File: config.mk
export PLATFORM = sky130hd
export DESIGN_NAME = stats_core
export DESIGN_NICKNAME = d
export VERILOG_FILES = /design/src/hw/stat_pkg.sv /design/src/hw/eth_pkg.sv /design/src/hw/stats_core.sv /design/src/hw/stat_counter.sv /design/src/hw/stat_arb_mux.sv /design/src/hw/eth_stat_collect.sv
export SDC_FILE = /design/constraint.sdc
export NUM_CORES = 1
export LEC_CHECK = 0
export CELL_PAD_IN_SITES_DETAIL_PLACEMENT = 1
export CELL_PAD_IN_SITES_GLOBAL_PLACEMENT = 1
export CORE_MARGIN = 5
export CORE_UTILIZATION = 40
export CTS_BUF_LIST = sky130_fd_sc_hd__clkbuf_8
export CTS_CLUSTER_SIZE = 40
export DETAILED_ROUTE_END_ITERATION = 6
export DONT_BUFFER_PORTS = 1
export GPL_TIMING_DRIVEN = 0
export PLACE_DENSITY_LB_ADDON = 0.1
export SKIP_CTS_REPAIR_TIMING = 1
export SYNTH_ARGS = -nofsm -noshare
export SYNTH_HDL_FRONTEND = slang
export SYNTH_HIERARCHICAL = 1
export SYNTH_SLANG_ARGS = --single-unit
File: constraint.sdc
create_clock -name clk_125mhz_i -period 10.5 [get_ports clk_125mhz_i]
set_input_delay 1.575 -clock clk_125mhz_i [delete_from_list [all_inputs] [get_ports clk_125mhz_i]]
set_output_delay 1.575 -clock clk_125mhz_i [all_outputs]
set_load 0.02 [all_outputs]
File: src/hw/stat_pkg.sv
// Statistics stream and counter bank definitions shared by collectors and the counter RAM
package stat_pkg;

    // Counter id width
    localparam int STAT_ID_W = 4;

    // Largest increment carried by one update item
    localparam int STAT_INC_W = 8;

    // Width of each stored counter
    localparam int STAT_COUNT_W = 32;

    // Counters in the bank, one per id
    localparam int STAT_COUNT = 2 ** STAT_ID_W;

    // One update item on the stat stream
    // Adds inc to the counter selected by id
    typedef struct packed {
        logic [STAT_ID_W-1:0]  id;
        logic [STAT_INC_W-1:0] inc;
    } stat_upd_t;

endpackage

File: src/hw/eth_pkg.sv
// Ethernet channel definitions used by the event collectors and the stats top level
package eth_pkg;

    // Number of MAC channels on the board
    localparam int ETH_CH_COUNT = 4;

    // Event kinds per channel
    // Also the stride between the counter blocks of two channels
    localparam int ETH_EVT_COUNT = 4;

    // Width of an event index within one channel
    localparam int ETH_EVT_IDX_W = 2;

    // Per-frame event pulses from one channel
    // Event index follows member order, so tx_pkt_good is index 0
    typedef struct packed {
        // Frame sent without error
        logic tx_pkt_good;
        // Frame received without error
        logic rx_pkt_good;
        // Frame received with any error
        logic rx_pkt_bad;
        // Receive FCS mismatch, also flagged as rx_pkt_bad
        logic rx_err_fcs;
    } eth_evt_t;

endpackage
File: src/hw/stats_core.sv
// Statistics top level taking per-channel event pulses and serving counter reads to the host
`timescale 1ns/1ps

module stats_core (
    input  logic                              clk_125mhz_i,
    input  logic                              rst_i,
    input  eth_pkg::eth_evt_t                 eth_evt_i [eth_pkg::ETH_CH_COUNT],
    input  logic                              rd_req_i,
    input  logic [stat_pkg::STAT_ID_W-1:0]    rd_addr_i,
    output logic                              rd_valid_o,
    output logic [stat_pkg::STAT_COUNT_W-1:0] rd_data_o
);

    // Collector streams into the arbiter
    stat_pkg::stat_upd_t               ch_upd [eth_pkg::ETH_CH_COUNT];
    logic [eth_pkg::ETH_CH_COUNT-1:0]  ch_upd_valid;
    logic [eth_pkg::ETH_CH_COUNT-1:0]  ch_upd_ready;

    // Merged stream into the counter bank
    stat_pkg::stat_upd_t mux_upd;
    logic                mux_upd_valid;
    logic                mux_upd_ready;

    // Channel n owns counters n*ETH_EVT_COUNT and up
    generate
        for (genvar ch = 0; ch < eth_pkg::ETH_CH_COUNT; ch++) begin : g_ch
            eth_stat_collect #(
                .STAT_ID_BASE(ch * eth_pkg::ETH_EVT_COUNT)
            ) collect_inst (
                .clk_125mhz_i(clk_125mhz_i),
                .rst_i(rst_i),
                .evt_i(eth_evt_i[ch]),
                .upd_o(ch_upd[ch]),
                .upd_valid_o(ch_upd_valid[ch]),
                .upd_ready_i(ch_upd_ready[ch])
            );
        end
    endgenerate

    stat_arb_mux #(
        .S_COUNT(eth_pkg::ETH_CH_COUNT),
        .T(stat_pkg::stat_upd_t)
    ) arb_inst (
        .clk_125mhz_i(clk_125mhz_i),
        .rst_i(rst_i),
        .s_data_i(ch_upd),
        .s_valid_i(ch_upd_valid),
        .s_ready_o(ch_upd_ready),
        .m_data_o(mux_upd),
        .m_valid_o(mux_upd_valid),
        .m_ready_i(mux_upd_ready)
    );

    stat_counter counter_inst (
        .clk_125mhz_i(clk_125mhz_i),
        .rst_i(rst_i),
        .upd_i(mux_upd),
        .upd_valid_i(mux_upd_valid),
        .upd_ready_o(mux_upd_ready),
        .rd_req_i(rd_req_i),
        .rd_addr_i(rd_addr_i),
        .rd_valid_o(rd_valid_o),
        .rd_data_o(rd_data_o)
    );

endmodule

File: src/hw/stat_counter.sv
// Counter bank in RAM that adds stat updates and serves host reads two cycles after the strobe
`timescale 1ns/1ps

module stat_counter (
    input  logic                             clk_125mhz_i,
    input  logic                             rst_i,
    input  stat_pkg::stat_upd_t              upd_i,
    input  logic                             upd_valid_i,
    output logic                             upd_ready_o,
    input  logic                             rd_req_i,
    input  logic [stat_pkg::STAT_ID_W-1:0]   rd_addr_i,
    output logic                             rd_valid_o,
    output logic [stat_pkg::STAT_COUNT_W-1:0] rd_data_o
);

    // Counter RAM with one read port shared by host and updates
    logic [stat_pkg::STAT_COUNT_W-1:0] ram [stat_pkg::STAT_COUNT];
    logic [stat_pkg::STAT_ID_W-1:0]    ram_rd_addr;
    logic [stat_pkg::STAT_COUNT_W-1:0] ram_rd_q;
    logic                              ram_wr_en;
    logic [stat_pkg::STAT_ID_W-1:0]    ram_wr_addr;
    logic [stat_pkg::STAT_COUNT_W-1:0] ram_wr_data;

    // Zero sweep after reset
    logic                           clr_active_q;
    logic [stat_pkg::STAT_ID_W-1:0] clr_addr_q;

    logic upd_accept;

    // Stage 1 holds the access whose RAM data is arriving
    logic                              s1_upd_q;
    logic                              s1_rd_q;
    logic [stat_pkg::STAT_ID_W-1:0]    s1_id_q;
    logic [stat_pkg::STAT_INC_W-1:0]   s1_inc_q;
    logic [stat_pkg::STAT_COUNT_W-1:0] s1_cur;

    // Stage 2 is the write in flight, stage 3 the write just landed
    logic                              s2_valid_q;
    logic [stat_pkg::STAT_ID_W-1:0]    s2_id_q;
    logic [stat_pkg::STAT_COUNT_W-1:0] s2_sum_q;
    logic                              s3_valid_q;
    logic [stat_pkg::STAT_ID_W-1:0]    s3_id_q;
    logic [stat_pkg::STAT_COUNT_W-1:0] s3_sum_q;

    logic                              rd_valid_q;
    logic [stat_pkg::STAT_COUNT_W-1:0] rd_data_q;

    // Host reads win the read port
    assign upd_ready_o = !rd_req_i;
    assign upd_accept = upd_valid_i && !rd_req_i;
    assign ram_rd_addr = rd_req_i ? rd_addr_i : upd_i.id;

    assign ram_wr_en = clr_active_q || s2_valid_q;
    assign ram_wr_addr = clr_active_q ? clr_addr_q : s2_id_q;
    assign ram_wr_data = clr_active_q ? '0 : s2_sum_q;

    always_ff @(posedge clk_125mhz_i) begin
        if (ram_wr_en) begin
            ram[ram_wr_addr] <= ram_wr_data;
        end
        ram_rd_q <= ram[ram_rd_addr];
    end

    // Takes STAT_COUNT cycles once reset drops
    always_ff @(posedge clk_125mhz_i) begin
        if (rst_i) begin
            clr_active_q <= 1'b1;
            clr_addr_q <= '0;
        end else if (clr_active_q) begin
            clr_addr_q <= clr_addr_q + 1'b1;
            if (clr_addr_q == stat_pkg::STAT_ID_W'(stat_pkg::STAT_COUNT - 1)) begin
                clr_active_q <= 1'b0;
            end
        end
    end

    // Newest matching in-flight sum beats the RAM data
    always_comb begin
        s1_cur = ram_rd_q;
        if (s2_valid_q && s2_id_q == s1_id_q) begin
            s1_cur = s2_sum_q;
        end else if (s3_valid_q && s3_id_q == s1_id_q) begin
            s1_cur = s3_sum_q;
        end
    end

    always_ff @(posedge clk_125mhz_i) begin
        if (rst_i) begin
            s1_upd_q <= 1'b0;
            s1_rd_q <= 1'b0;
            s2_valid_q <= 1'b0;
            s3_valid_q <= 1'b0;
            rd_valid_q <= 1'b0;
        end else begin
            s1_upd_q <= upd_accept;
            s1_rd_q <= rd_req_i;
            s2_valid_q <= s1_upd_q;
            s3_valid_q <= s2_valid_q;
            rd_valid_q <= s1_rd_q;
        end
    end

    always_ff @(posedge clk_125mhz_i) begin
        s1_id_q <= ram_rd_addr;
        s1_inc_q <= upd_i.inc;
        s2_id_q <= s1_id_q;
        s2_sum_q <= s1_cur + stat_pkg::STAT_COUNT_W'(s1_inc_q);
        s3_id_q <= s2_id_q;
        s3_sum_q <= s2_sum_q;
        rd_data_q <= s1_cur;
    end

    assign rd_valid_o = rd_valid_q;
    assign rd_data_o = rd_data_q;

endmodule

File: src/hw/stat_arb_mux.sv
// Round-robin merge of several valid/ready streams into one registered output stream
`timescale 1ns/1ps

module stat_arb_mux #(
    parameter int  S_COUNT = 4,
    parameter type T       = logic [7:0]
) (
    input  logic               clk_125mhz_i,
    input  logic               rst_i,
    input  T                   s_data_i [S_COUNT],
    input  logic [S_COUNT-1:0] s_valid_i,
    output logic [S_COUNT-1:0] s_ready_o,
    output T                   m_data_o,
    output logic               m_valid_o,
    input  logic               m_ready_i
);

    // Input with the highest priority next round
    logic [$clog2(S_COUNT)-1:0] prio_q;

    logic [$clog2(S_COUNT)-1:0] grant_idx;
    logic                       grant_found;
    logic                       out_free;

    T     m_data_q;
    logic m_valid_q;

    // Lowest valid input counting up from the priority pointer
    always_comb begin
        logic [$clog2(S_COUNT)-1:0] idx;
        grant_found = 1'b0;
        grant_idx = prio_q;
        for (int i = 0; i < S_COUNT; i++) begin
            idx = $clog2(S_COUNT)'((int'(prio_q) + i) % S_COUNT);
            if (!grant_found && s_valid_i[idx]) begin
                grant_found = 1'b1;
                grant_idx = idx;
            end
        end
    end

    // Output register can take a new item this cycle
    assign out_free = !m_valid_q || m_ready_i;

    always_comb begin
        s_ready_o = '0;
        if (grant_found && out_free) begin
            s_ready_o[grant_idx] = 1'b1;
        end
    end

    always_ff @(posedge clk_125mhz_i) begin
        if (rst_i) begin
            m_valid_q <= 1'b0;
            prio_q <= '0;
        end else if (out_free) begin
            m_valid_q <= grant_found;
            // Winner drops to lowest priority
            if (grant_found) begin
                prio_q <= $clog2(S_COUNT)'((int'(grant_idx) + 1) % S_COUNT);
            end
        end
    end

    always_ff @(posedge clk_125mhz_i) begin
        if (out_free && grant_found) begin
            m_data_q <= s_data_i[grant_idx];
        end
    end

    assign m_data_o = m_data_q;
    assign m_valid_o = m_valid_q;

endmodule

File: src/hw/eth_stat_collect.sv
// Collector that turns one channel's event pulses into stat update items for the arbiter
`timescale 1ns/1ps

module eth_stat_collect #(
    parameter int STAT_ID_BASE = 0
) (
    input  logic                clk_125mhz_i,
    input  logic                rst_i,
    input  eth_pkg::eth_evt_t   evt_i,
    output stat_pkg::stat_upd_t upd_o,
    output logic                upd_valid_o,
    input  logic                upd_ready_i
);

    // Pulses in counter order, bit n is event index n
    logic [eth_pkg::ETH_EVT_COUNT-1:0] evt_vec;

    logic [stat_pkg::STAT_INC_W-1:0]   pend_q [eth_pkg::ETH_EVT_COUNT];
    logic [eth_pkg::ETH_EVT_IDX_W-1:0] ptr_q;

    stat_pkg::stat_upd_t out_q;
    logic                out_valid_q;

    logic [eth_pkg::ETH_EVT_IDX_W-1:0] sel_idx;
    logic                              sel_found;
    logic                              load;

    assign evt_vec = {evt_i.rx_err_fcs, evt_i.rx_pkt_bad, evt_i.rx_pkt_good, evt_i.tx_pkt_good};

    // First nonzero accumulator at or after the rotating pointer
    always_comb begin
        logic [eth_pkg::ETH_EVT_IDX_W-1:0] idx;
        sel_found = 1'b0;
        sel_idx = ptr_q;
        for (int i = 0; i < eth_pkg::ETH_EVT_COUNT; i++) begin
            idx = eth_pkg::ETH_EVT_IDX_W'((int'(ptr_q) + i) % eth_pkg::ETH_EVT_COUNT);
            if (!sel_found && pend_q[idx] != '0) begin
                sel_found = 1'b1;
                sel_idx = idx;
            end
        end
    end

    // Output slot refills when empty or when its item is taken
    assign load = !out_valid_q || upd_ready_i;

    always_ff @(posedge clk_125mhz_i) begin
        if (rst_i) begin
            for (int e = 0; e < eth_pkg::ETH_EVT_COUNT; e++) begin
                pend_q[e] <= '0;
            end
            ptr_q <= '0;
            out_valid_q <= 1'b0;
        end else begin
            for (int e = 0; e < eth_pkg::ETH_EVT_COUNT; e++) begin
                if (load && sel_found && int'(sel_idx) == e) begin
                    // A pulse in the hand-off cycle starts the next count
                    pend_q[e] <= stat_pkg::STAT_INC_W'(evt_vec[e]);
                end else if (evt_vec[e] && pend_q[e] != '1) begin
                    // Holds at all ones instead of wrapping
                    pend_q[e] <= pend_q[e] + 1'b1;
                end
            end
            if (load) begin
                out_valid_q <= sel_found;
                if (sel_found) begin
                    ptr_q <= eth_pkg::ETH_EVT_IDX_W'((int'(sel_idx) + 1) % eth_pkg::ETH_EVT_COUNT);
                end
            end
        end
    end

    // Item stays put while the arbiter stalls
    always_ff @(posedge clk_125mhz_i) begin
        if (load && sel_found) begin
            out_q.id  <= stat_pkg::STAT_ID_W'(STAT_ID_BASE) + stat_pkg::STAT_ID_W'(sel_idx);
            out_q.inc <= pend_q[sel_idx];
        end
    end

    assign upd_o = out_q;
    assign upd_valid_o = out_valid_q;

endmodule

# Word level (Yosys, flattened, before mapping)
# Memories as Yosys holds them, arrays and structs flattened. A register that Yosys moved wholly into a read port is not among the register bits.
# Index checks and enable logic that the tools add are counted.
dict set report classes {
  add_sub_neg 41
  mul 0
  div_mod_pow 0
  n_lt_le_gt_ge 7
  n_eq_ne 31
  shift 0
  n_mux 212
  bitwise_logic 33
  reduce_logical 108
}
# op count
set op_table {}
lappend op_table {{$mux 8} 32}
lappend op_table {{$mux 1} 143}
lappend op_table {{$add 8x1->8 const B} 16}
lappend op_table {{$ne 8x8->1 const B} 16}
lappend op_table {{$reduce_bool 8->1} 16}
lappend op_table {{$mux 32} 3}
lappend op_table {{$logic_and 1x1->1} 56}
lappend op_table {{$mux 2} 23}
lappend op_table {{$add 32x8->32} 1}
lappend op_table {{$or 1x1->1} 32}
lappend op_table {{$bmux 12 s2} 1}
lappend op_table {{$mux 12} 2}
lappend op_table {{$logic_not 1->1} 21}
lappend op_table {{$add 2x1->2 const B} 10}
lappend op_table {{$add 2x2->2 const B} 10}
lappend op_table {{$eq 2x2->1 const B} 8}
lappend op_table {{$lt 2x3->1 const B} 5}
lappend op_table {{$mux 4} 3}
lappend op_table {{$reduce_and 2->1} 5}
lappend op_table {{$bmux 1 s2} 4}
lappend op_table {{$eq 2x1->1 const B} 4}
lappend op_table {{$eq 4x4->1} 2}
lappend op_table {{$logic_not 2->1} 4}
lappend op_table {{$logic_or 1x1->1} 6}
lappend op_table {{9 further kinds} 9}
dict set report word_totals {
  regBits 167
  latch_bits 0
  ramBits 640
  rom_bits 0
  out_inout_bits 33
  word_cells 467
  memories 5
}
# memory words width rd rd_clocked_by_memory_dff write_ports line_no
set mem_list {}
lappend mem_list {counter_inst.ram 16 32 1 1 1 stat_counter.sv:17} ;# logic [stat_pkg::STAT_COUNT_W-1:0] ram [stat_pkg::STAT_COUNT];
lappend mem_list {{g_ch[0].collect_inst.pend_q} 4 8 9 2 4 eth_stat_collect.sv:18} ;# logic [stat_pkg::STAT_INC_W-1:0] pend_q [eth_pkg::ETH_EVT_COUNT];
lappend mem_list {{g_ch[1].collect_inst.pend_q} 4 8 9 2 4 eth_stat_collect.sv:18}
lappend mem_list {{g_ch[2].collect_inst.pend_q} 4 8 9 2 4 eth_stat_collect.sv:18}
lappend mem_list {{g_ch[3].collect_inst.pend_q} 4 8 9 2 4 eth_stat_collect.sv:18}

# Longest topological paths before layout
# Gate-level depths: netlist (run 1).
dict set report depth {
  ltp_word 25
  mapped_depth 20
  mapped_depth_nobuf 16
}

# Modules after synthesis
# The synthesis (run 1) kept the hierarchy.
# module instances cells_each area_each_um2
set by_module_without_submodules {}
lappend by_module_without_submodules {stat_counter 1 2052 25628.3}
lappend by_module_without_submodules {{eth_stat_collect at g_ch[0].collect_inst} 1 397 3603.5}
lappend by_module_without_submodules {{eth_stat_collect at g_ch[1].collect_inst} 1 399 3584.7}
lappend by_module_without_submodules {{eth_stat_collect at g_ch[3].collect_inst} 1 268 2879.0}
lappend by_module_without_submodules {{eth_stat_collect at g_ch[2].collect_inst} 1 246 2834.0}
lappend by_module_without_submodules {stat_arb_mux 1 86 1036.0}

# Worst setup path after synthesis (run 1)
# OpenSTA, ideal clock, no wires.
dict set report synth_timing {
  kind {input to register}
  startpoint {input rd_req_i}
  endpoint {memory g_ch[3].collect_inst/pend_q[3][0] (netlist name) (enable)}
  arrival_ns 4.048
  required_ns 10.169
  setup_slack_ns 6.121
  stages 9
  path_cell_list {buf_2 -> inv_1 -> inv_1 -> a21oi_1 -> and3_1 -> nand2b_1 -> a21boi_2 -> buf_2 -> a221o_1}
}
# item line_no
set synth_rtl {}
lappend synth_rtl {{start: declaration} stats_core.sv:8} ;# input logic rd_req_i,
lappend synth_rtl {{end: declaration} eth_stat_collect.sv:18}

# Worst setup path in the final report (run 1)
dict set report layout_timing {
  startpoint {register counter_inst/s2_id_q[1] (netlist name)}
  endpoint {register counter_inst/s2_sum_q[24] (netlist name)}
}
dict set report layout_via {
  elab_chain_cells 4
}
# item line_no
set layout_lines {}
lappend layout_lines {{start: declaration} stat_counter.sv:39} ;# logic [stat_pkg::STAT_ID_W-1:0] s2_id_q;
lappend layout_lines {{start signal: assignment} stat_counter.sv:106} ;# s2_id_q <= s1_id_q;
lappend layout_lines {{$eq 4x4->1} stat_counter.sv:80} ;# if (s2_valid_q && s2_id_q == s1_id_q) begin
lappend layout_lines {{$logic_and 1x1->1} stat_counter.sv:80}
lappend layout_lines {{$mux 32} stat_counter.sv:80}
lappend layout_lines {{net counter_inst.s1_cur, one bit} stat_counter.sv:35} ;# logic [stat_pkg::STAT_COUNT_W-1:0] s1_cur;
lappend layout_lines {{$add 32x8->32} stat_counter.sv:107} ;# s2_sum_q <= s1_cur + stat_pkg::STAT_COUNT_W'(s1_inc_q);
lappend layout_lines {{end signal: assignment} stat_counter.sv:107}
lappend layout_lines {{end: declaration} stat_counter.sv:40} ;# logic [stat_pkg::STAT_COUNT_W-1:0] s2_sum_q;
# The timed path passes the listed nets, and every way through them passes these cells.
# A chain may end at the register's enable or synchronous reset.

==> results of run 1 <==
==> sequential cells by signal, indices dropped and copies added (netlist names), 2 cells and up, named ones only <==
name,flops
counter_inst/ram_rd_q,32
g_ch.collect_inst/upd_valid_o,4
counter_inst/ram,512
arb_inst/prio_q,2
counter_inst/s1_id_q,4
g_ch.collect_inst/ptr_q,8
counter_inst/s3_sum_q,32
counter_inst/s3_id_q,4
g_ch.collect_inst/pend_q,128
counter_inst/clr_addr_q,4
counter_inst/s2_sum_q,32
g_ch.collect_inst/upd_o,40
arb_inst/m_data_o,12
counter_inst/s2_id_q,4
counter_inst/s1_inc_q,8
counter_inst/rd_data_o,32
==> critical path, cell delays in order, from the launching register on <==
cell      delay [ps]
dfxtp_1          470
xnor2_1          170
nand3_1          190
buf_2            250
nor2_2           320
buf_2            310
clkbuf_1         830
clkbuf_1         380
nand2_1           90
o21ai_0          140
ha_1             230
inv_1             60
fa_1             420
nor2b_1          140
o21ai_1           90
a21boi_1         190
o21ai_0          170
a21oi_2          800
nand4_2          320
nor4b_2          340
xor2_1           170
==> routing by layer <==
| metal | global-route usage (%) | vias to the layer above |
|---|---|---|
| met5 | 0 | - |
| met4 | 8.70 | 4 |
| met3 | 3.95 | 219 |
| met2 | 40.2 | 722 |
| met1 | 28.7 | 14400 |
| li1 | - | 13000 |
==> metrics by stage <==
stage | std cells | power, W | setup slack (ps)
floorplan | 3450 | 0.00734 | 6120
global placement | 4737 | 0.00863 | 4330
detailed placement | 4754 | 0.00878 | 4240
CTS | 5035 | 0.0118 | 4220
global route | 5037 | 0.0124 | 3860
finish | 5040 | 0.0117 | 4330
==> power by group through the flow <==
stage,Combinational (W),Sequential (W),Clock (W)
6_report,0.00378,0.00495,0.00299
5_1_grt,0.00409,0.00501,0.00326
4_1_cts,0.00378,0.00496,0.00308
3_5_place_dp,0.00376,0.00502,0
3_3_place_gp,0.00362,0.00501,0
2_1_floorplan,0.00256,0.00479,0
==> kinds of logic after synthesis <==
group,share of synthesized area [%]
xor+xnor,3.14
mux,3.61
flops,61.7
fa+ha+maj,1.35
buf+inv,3.11
simple gates,19.8
compound gates,7.25
other cells,0.0569
==> final timing paths <==
| check | end | slack (ps) | startpoint | cells past startpoint |
|---|---|---|---|---|
| min reg2reg | counter_inst/s1_inc_q[5]$_DFF_P_ | 350 | arb_inst/m_data_o[5]$_DFFE_PP_ | 0 |
| max | counter_inst/s2_sum_q[24]$_DFF_P_ | 4330 | counter_inst/s2_id_q[1]$_DFF_P_ | 20 |
| max reg2reg | counter_inst/s2_sum_q[24]$_DFF_P_ | 4330 | counter_inst/s2_id_q[1]$_DFF_P_ | 20 |
| min | counter_inst/s1_inc_q[5]$_DFF_P_ | 350 | arb_inst/m_data_o[5]$_DFFE_PP_ | 0 |
==> area by class of cell <==
class                   count  area (um2)  area share, %
clock inverters           111         587           1.31
repair buffers             17         403          0.902
inverters                  48         180          0.403
plain buffers             214        1050           2.35
clock buffers             170        2340           5.24
flip-flops and latches    873       24400           54.6
multi-input cells        2315       14100           31.5
well taps                1287        1610           3.61
diodes                      5        12.5         0.0280
==> placed cells by master (no fill, tap or decap), types with 32 or more instances in the layout <==
master / n
a211oi_1: 39
nand3_1: 352
inv_1: 101
and3_1: 55
o21ai_0: 37
xnor2_1: 78
dfxtp_1: 181
a32oi_1: 32
nor4_1: 47
clkbuf_8: 170
a31oi_1: 51
nor3_1: 37
nor2_1: 153
edfxtp_1: 692
clkbuf_1: 124
a21oi_1: 34
ha_1: 41
nor2b_1: 67
buf_2: 51
and2_1: 37
mux2i_1: 112
a311oi_1: 67
nand2_1: 736
xor2_1: 59
==> metrics, run 1 <==
status finished, final reports clean; crit end category register; Vias between 20000 and 30000; die extent in y around 320 um; number of synthesized register bits about 870; RSZ-0062 raised after global routing no; Core ar. just under 100000 um2; vias in the first global route approximately 30000; placed cell area roughly 42000 um2; DR DRC count 0; syn_area_per_cell 11.5 um2; Crit Path Class register to register; Critical Path RT between 10000 and 15000 ps; Worst-path clk slew about 60 ps; Tcrit/Tclk final between 50% and 60%; Combinational Power Share between 30% and 40%; routed wire length 124000 um; CTS Buf Count roughly 150; Final min period roughly 6200 ps; Mapped Area roughly 40000 um2; Reg power frac between 40% and 50%; routed wire length on met2 approximately 60000 um; total number of H-tree levels 4; CP arrival 6920 ps; chip width 325 um; internal power approximately 0.0072 W; Hold Violations, Final 0; commonest cells in the netlist 736 x nand2_1, 692 x edfxtp_1, 352 x nand3_1; WL per Instance 24.6 um; Final ANT Viol Nets 0; ranking of synthesized cells by area edfxtp_1 53%, dfxtp_1 9.2%, nand2_1 7.0%; Detailed Place HPWL just under 90000 um; class of the worst hold path register to register; Synth Instances between 3000 and 4000; Distinct cells, synth 94; Area Growth Syn to Fin 12.9%; NetSw about 0.0045 W; first-pass GRT wire length between 150000 and 200000 um; leakage power roughly 16 nW; Slew HR under 10%; final hold slack about 350 ps; First-pass DRT Iterations 5; Worst Setup Start Kind register; clock buffer depth 3; CTS Root Cell clkbuf_8; Clk pwr share 25.5%; # port buffers 0; wire length on met3 ~5700 um; Setup TNS Final 0 ps; total track usage 23.0%; initial antenna violation count 4; Iter 0 DRT Violations between 2000 and 2500; count leader, synth nand2_1; CTS tree yes; DRT met1 WL 52100 um; Top Metal Used met5; dominant cell type by area after synthesis edfxtp_1; number of setup violations in the final report 0; Least-Margin Pin Slew 1360 ps; Clk Latency, worst-skew pair 820 ps; power per cell area between 200 and 300 nW/um2; final setup skew about 46 ps; count of pins over their slew limit 0; EDFF count, synth 692; Via density 5.63; Initial Utilization between 40% and 50%; share of layout cells above drive strength 1 between 10% and 20%; Layout Nets 3688; max-cap check violation count 0; pin count of the biggest net entering global routing 25; Achievable Freq 0.162 GHz; # fillers around 10000; final instance area around 45000 um2; Die Area ~110000 um2; Ys Warns 6; # rows between 100 and 150; final core occ 45.4%; grt ovf 0; critical-path maximum fanout 10; clk sinks 873; worst vdd ir approximately 0.13 mV; post-synth top area share between 50% and 60%; Top Ports 56; GPL Wtd Cong ~0.83; ys async rst share 0%; Post-synth top flop edfxtp_1; switching part of the total between 30% and 40%; register area share after synthesis 61.7%
Power figures use the tool's default switching activity.
==> inputs of run 2 (changes only) <==
- ABC_AREA: unset -> 1
- clock period: 10.5 -> 6.32 ns (I/O delays scaled with it)
==> metrics, run 2 <==
Achievable Freq 0.188 GHz (+16%); worst setup path end counter_inst/s2_sum_q[21]$_DFF_P_; Clk Latency, worst-skew pair 840 ps (+20 ps); crit end category register; Die Area 110000 um2 (+4.8%); Synth Instances 4317 (+25%); CP arrival 6020 ps (-900 ps); count leader, synth nand2_1; non-filler instance count after layout 6006 (+19%); worst slack, placed 1050 ps (-3190 ps); final core occ 45.4% (about the same); buffers and inverters on the worst path 6 (+1); routed wire length on met2 69300 um (+12%); die extent in y 332 um (+2.4%); commonest non-fill, non-tap cells in the layout 852 x nand2_1, 692 x edfxtp_1, 418 x nor2_1; Post-synth top flop edfxtp_1; EDFF count, synth 692 (unchanged); WL per Instance 23.9 um (-3.0%); dominant cell type by area after synthesis edfxtp_1; CTS Root Cell clkbuf_8; critical path's slowest cell o22ai_1; Crit Path Class register to register; max-cap check violation count 1 (+1); Critical Path RT 7030 ps (-4220 ps); max reg flops 512 (unchanged); Via density 5.45 (-3.1%); Least-Margin Pin Slew 1550 ps (+195 ps); register area share after synthesis 58.7% (-2.9 points); Vias 32800 (+15%); ranking of synthesized cells by area edfxtp_1 50%, dfxtp_1 8.7%, nand2_1 7.7%; wire length on met3 8900 um (+57%); # port buffers 0 (unchanged); vias in the first global route 33600 (+12%); R2R Path End counter_inst/s2_sum_q[21]$_DFF_P_; class of the worst hold path input pin to register; grt ovf 0 (unchanged); final setup skew 40.8 ps (-5.41 ps); violated checks max-capacitance violations, max-slew violations; Worst Setup Start Kind register; Layout Nets 4564 (+24%); Worst path top cell family by delay buffers and inverters; First-pass DRT Iterations 5 (unchanged); commonest cells in the netlist 852 x nand2_1, 692 x edfxtp_1, 442 x nor2_1; CTS Buf Count 153 (-0.65%); post-synth top area share 50.0% (-2.5 points); Final ANT Viol Nets 0 (unchanged); Critical Path Source counter_inst/s1_id_q[3]$_DFF_P_; Core ar. 103000 um2 (+5.2%); DRT met1 WL 60700 um (+16%); syn_area_per_cell 9.62 um2 (-16%); Worst-path clk slew 60 ps (about the same); Slew HR -3.77% (-13 points); total number of H-tree levels 4 (unchanged); critical-path maximum fanout 10 (unchanged); Tcrit/Tclk final 84.1% (+25 points); clock buffer depth 3 (unchanged); clk sinks 873 (unchanged); Distinct cells, synth 57 (-39%); r2r setup slk 1010 ps (-3320 ps); Top cell by count, worst path nand2_1; CP Cell Sequence inv_1, o21ai_0, a21oi_1, nand3_1, buf_4, buf_2, clkbuf_1, buf_2, o21ai_0, o22ai_1, ha_1, nand2_1, nor2_1, nand2_1, nand3_1, nand2_1, nand2_1, nand3_2, inv_1, nand2_1, nor2_1, nand2_1, xor2_1; number of synthesized register bits 873 (unchanged); Reg-to-Reg Start counter_inst/s1_id_q[3]$_DFF_P_; Top Metal Used met5; Final min period 5310 ps (-856 ps); initial antenna violation count 6 (+2); Area Growth Syn to Fin 13.0% (about the same); RSZ-0062 raised after global routing no; Ys Warns 6 (unchanged); R2R cell count 23 (+15%); worst vdd ir 0.219 mV (+67%); total track usage 25.3% (+2.3 points); first-pass GRT wire length 213000 um (+14%); count of pins over their slew limit 17 (+17); pin count of the biggest net entering global routing 20 (-20%); Iter 0 DRT Violations 2399 (+20%); CP peak stage delay 710 ps (-120 ps); GPL Wtd Cong 0.835 (+0.42%); Tot Pwr 0.0221 W (+89%); Final WS setup 1010 ps (-3320 ps); ys async rst share 0% (unchanged); Top reg by flops counter_inst/ram; Hold Violations, Final 0 (unchanged); Top Ports 56 (unchanged); instance count on the critical path 23 (+15%); status finished with violations; Initial Utilization 40.2% (-0.066 points); Mapped Area 41500 um2 (+5.0%); Cells after DPL 5723 (+20%); routed wire length 144000 um (+16%); share of layout cells above drive strength 1 12.0% (+1.2 points); Setup TNS Final 0 ps (unchanged); Detailed Place HPWL 102000 um (+16%); power per cell area 471 nW/um2 (+79%); commonest non-fill, non-tap cell in the layout nand2_1; # rows 118 (+2.6%); DR DRC count 0 (unchanged); leakage power 18.0 nW (+14%); number of setup violations in the final report 0 (unchanged); CTS tree yes; chip width 332 um (+2.4%)
[run 2: cell types whose count changed in the layout (fill, tap and decap cells not counted), moves of 111 or more]
cell | before | now
inv_1 | 101 | 406
nand2_1 | 736 | 852
nor2_1 | 153 | 418
a21oi_1 | 34 | 308
o21ai_0 | 37 | 343
mux2i_1 | 112 | 1
[run 2: worst min-delay path by stage]
stage	cells past startpoint	from	end	slack [ps]
global route	1	rst_i	g_ch[0].collect_inst/upd_valid_o$_SDFFE_PP0N_	140
detailed placement	0	arb_inst/m_data_o[7]$_DFFE_PP_	counter_inst/s1_inc_q[7]$_DFF_P_	330
finish	1	rst_i	g_ch[1].collect_inst/upd_valid_o$_SDFFE_PP0N_	190
CTS	1	rst_i	g_ch[1].collect_inst/upd_valid_o$_SDFFE_PP0N_	110
global placement	0	arb_inst/m_data_o[7]$_DFFE_PP_	counter_inst/s1_inc_q[7]$_DFF_P_	320
floorplan	0	arb_inst/m_data_o[0]$_DFFE_PP_	counter_inst/s1_inc_q[0]$_DFF_P_	320
[run 2: layout make-up]
cell class,instances,area [um2]
antenna,3,7.51
buffer,212,1150
clock buffer,177,2440
clock inverter,102,576
fill,11800,56400
inverter,378,1440
multi-input combinational,2856,14700
sequential,873,24400
tap,1380,1730
timing repair buffer,25,493
[run 2: report_power, final]
group | internal (W) | leakage [nW] | total (W) | switching (W)
clock network | 0.00272 | 1.75 | 0.00517 | 0.00244
registers | 0.00750 | 7.66 | 0.00855 | 0.00106
logic | 0.00244 | 8.62 | 0.00838 | 0.00594
[run 2: cells by family (layout without fill, tap and decap cells)]
group	after synthesis	count (layout)	synth area share, %
buffers and inverters	590	894	6.22
multiplexers	1	1	0.0241
XOR/XNOR	76	76	1.62
other	6	11	0.0542
AND/OR/NAND/NOR	1903	1903	21.1
adder cells (fa/ha/maj)	42	42	1.28
AO/OA/AOI/OAI	826	826	10.9
flip-flops	873	873	58.7
[run 2: per-stage QoR]
step	hold WS (ps)	area (um2)
floorplan	323	41500
global placement	324	43300
detailed placement	328	43900
CTS	111	46900
global route	143	46900
finish	194	46900
[run 2: per-layer routing]
metal  global-route usage, %  vias up
li1                        -    15200
met1                    32.6    16300
met2                    42.9      943
met3                    5.00      233
met4                    8.57        4
met5                       0        -
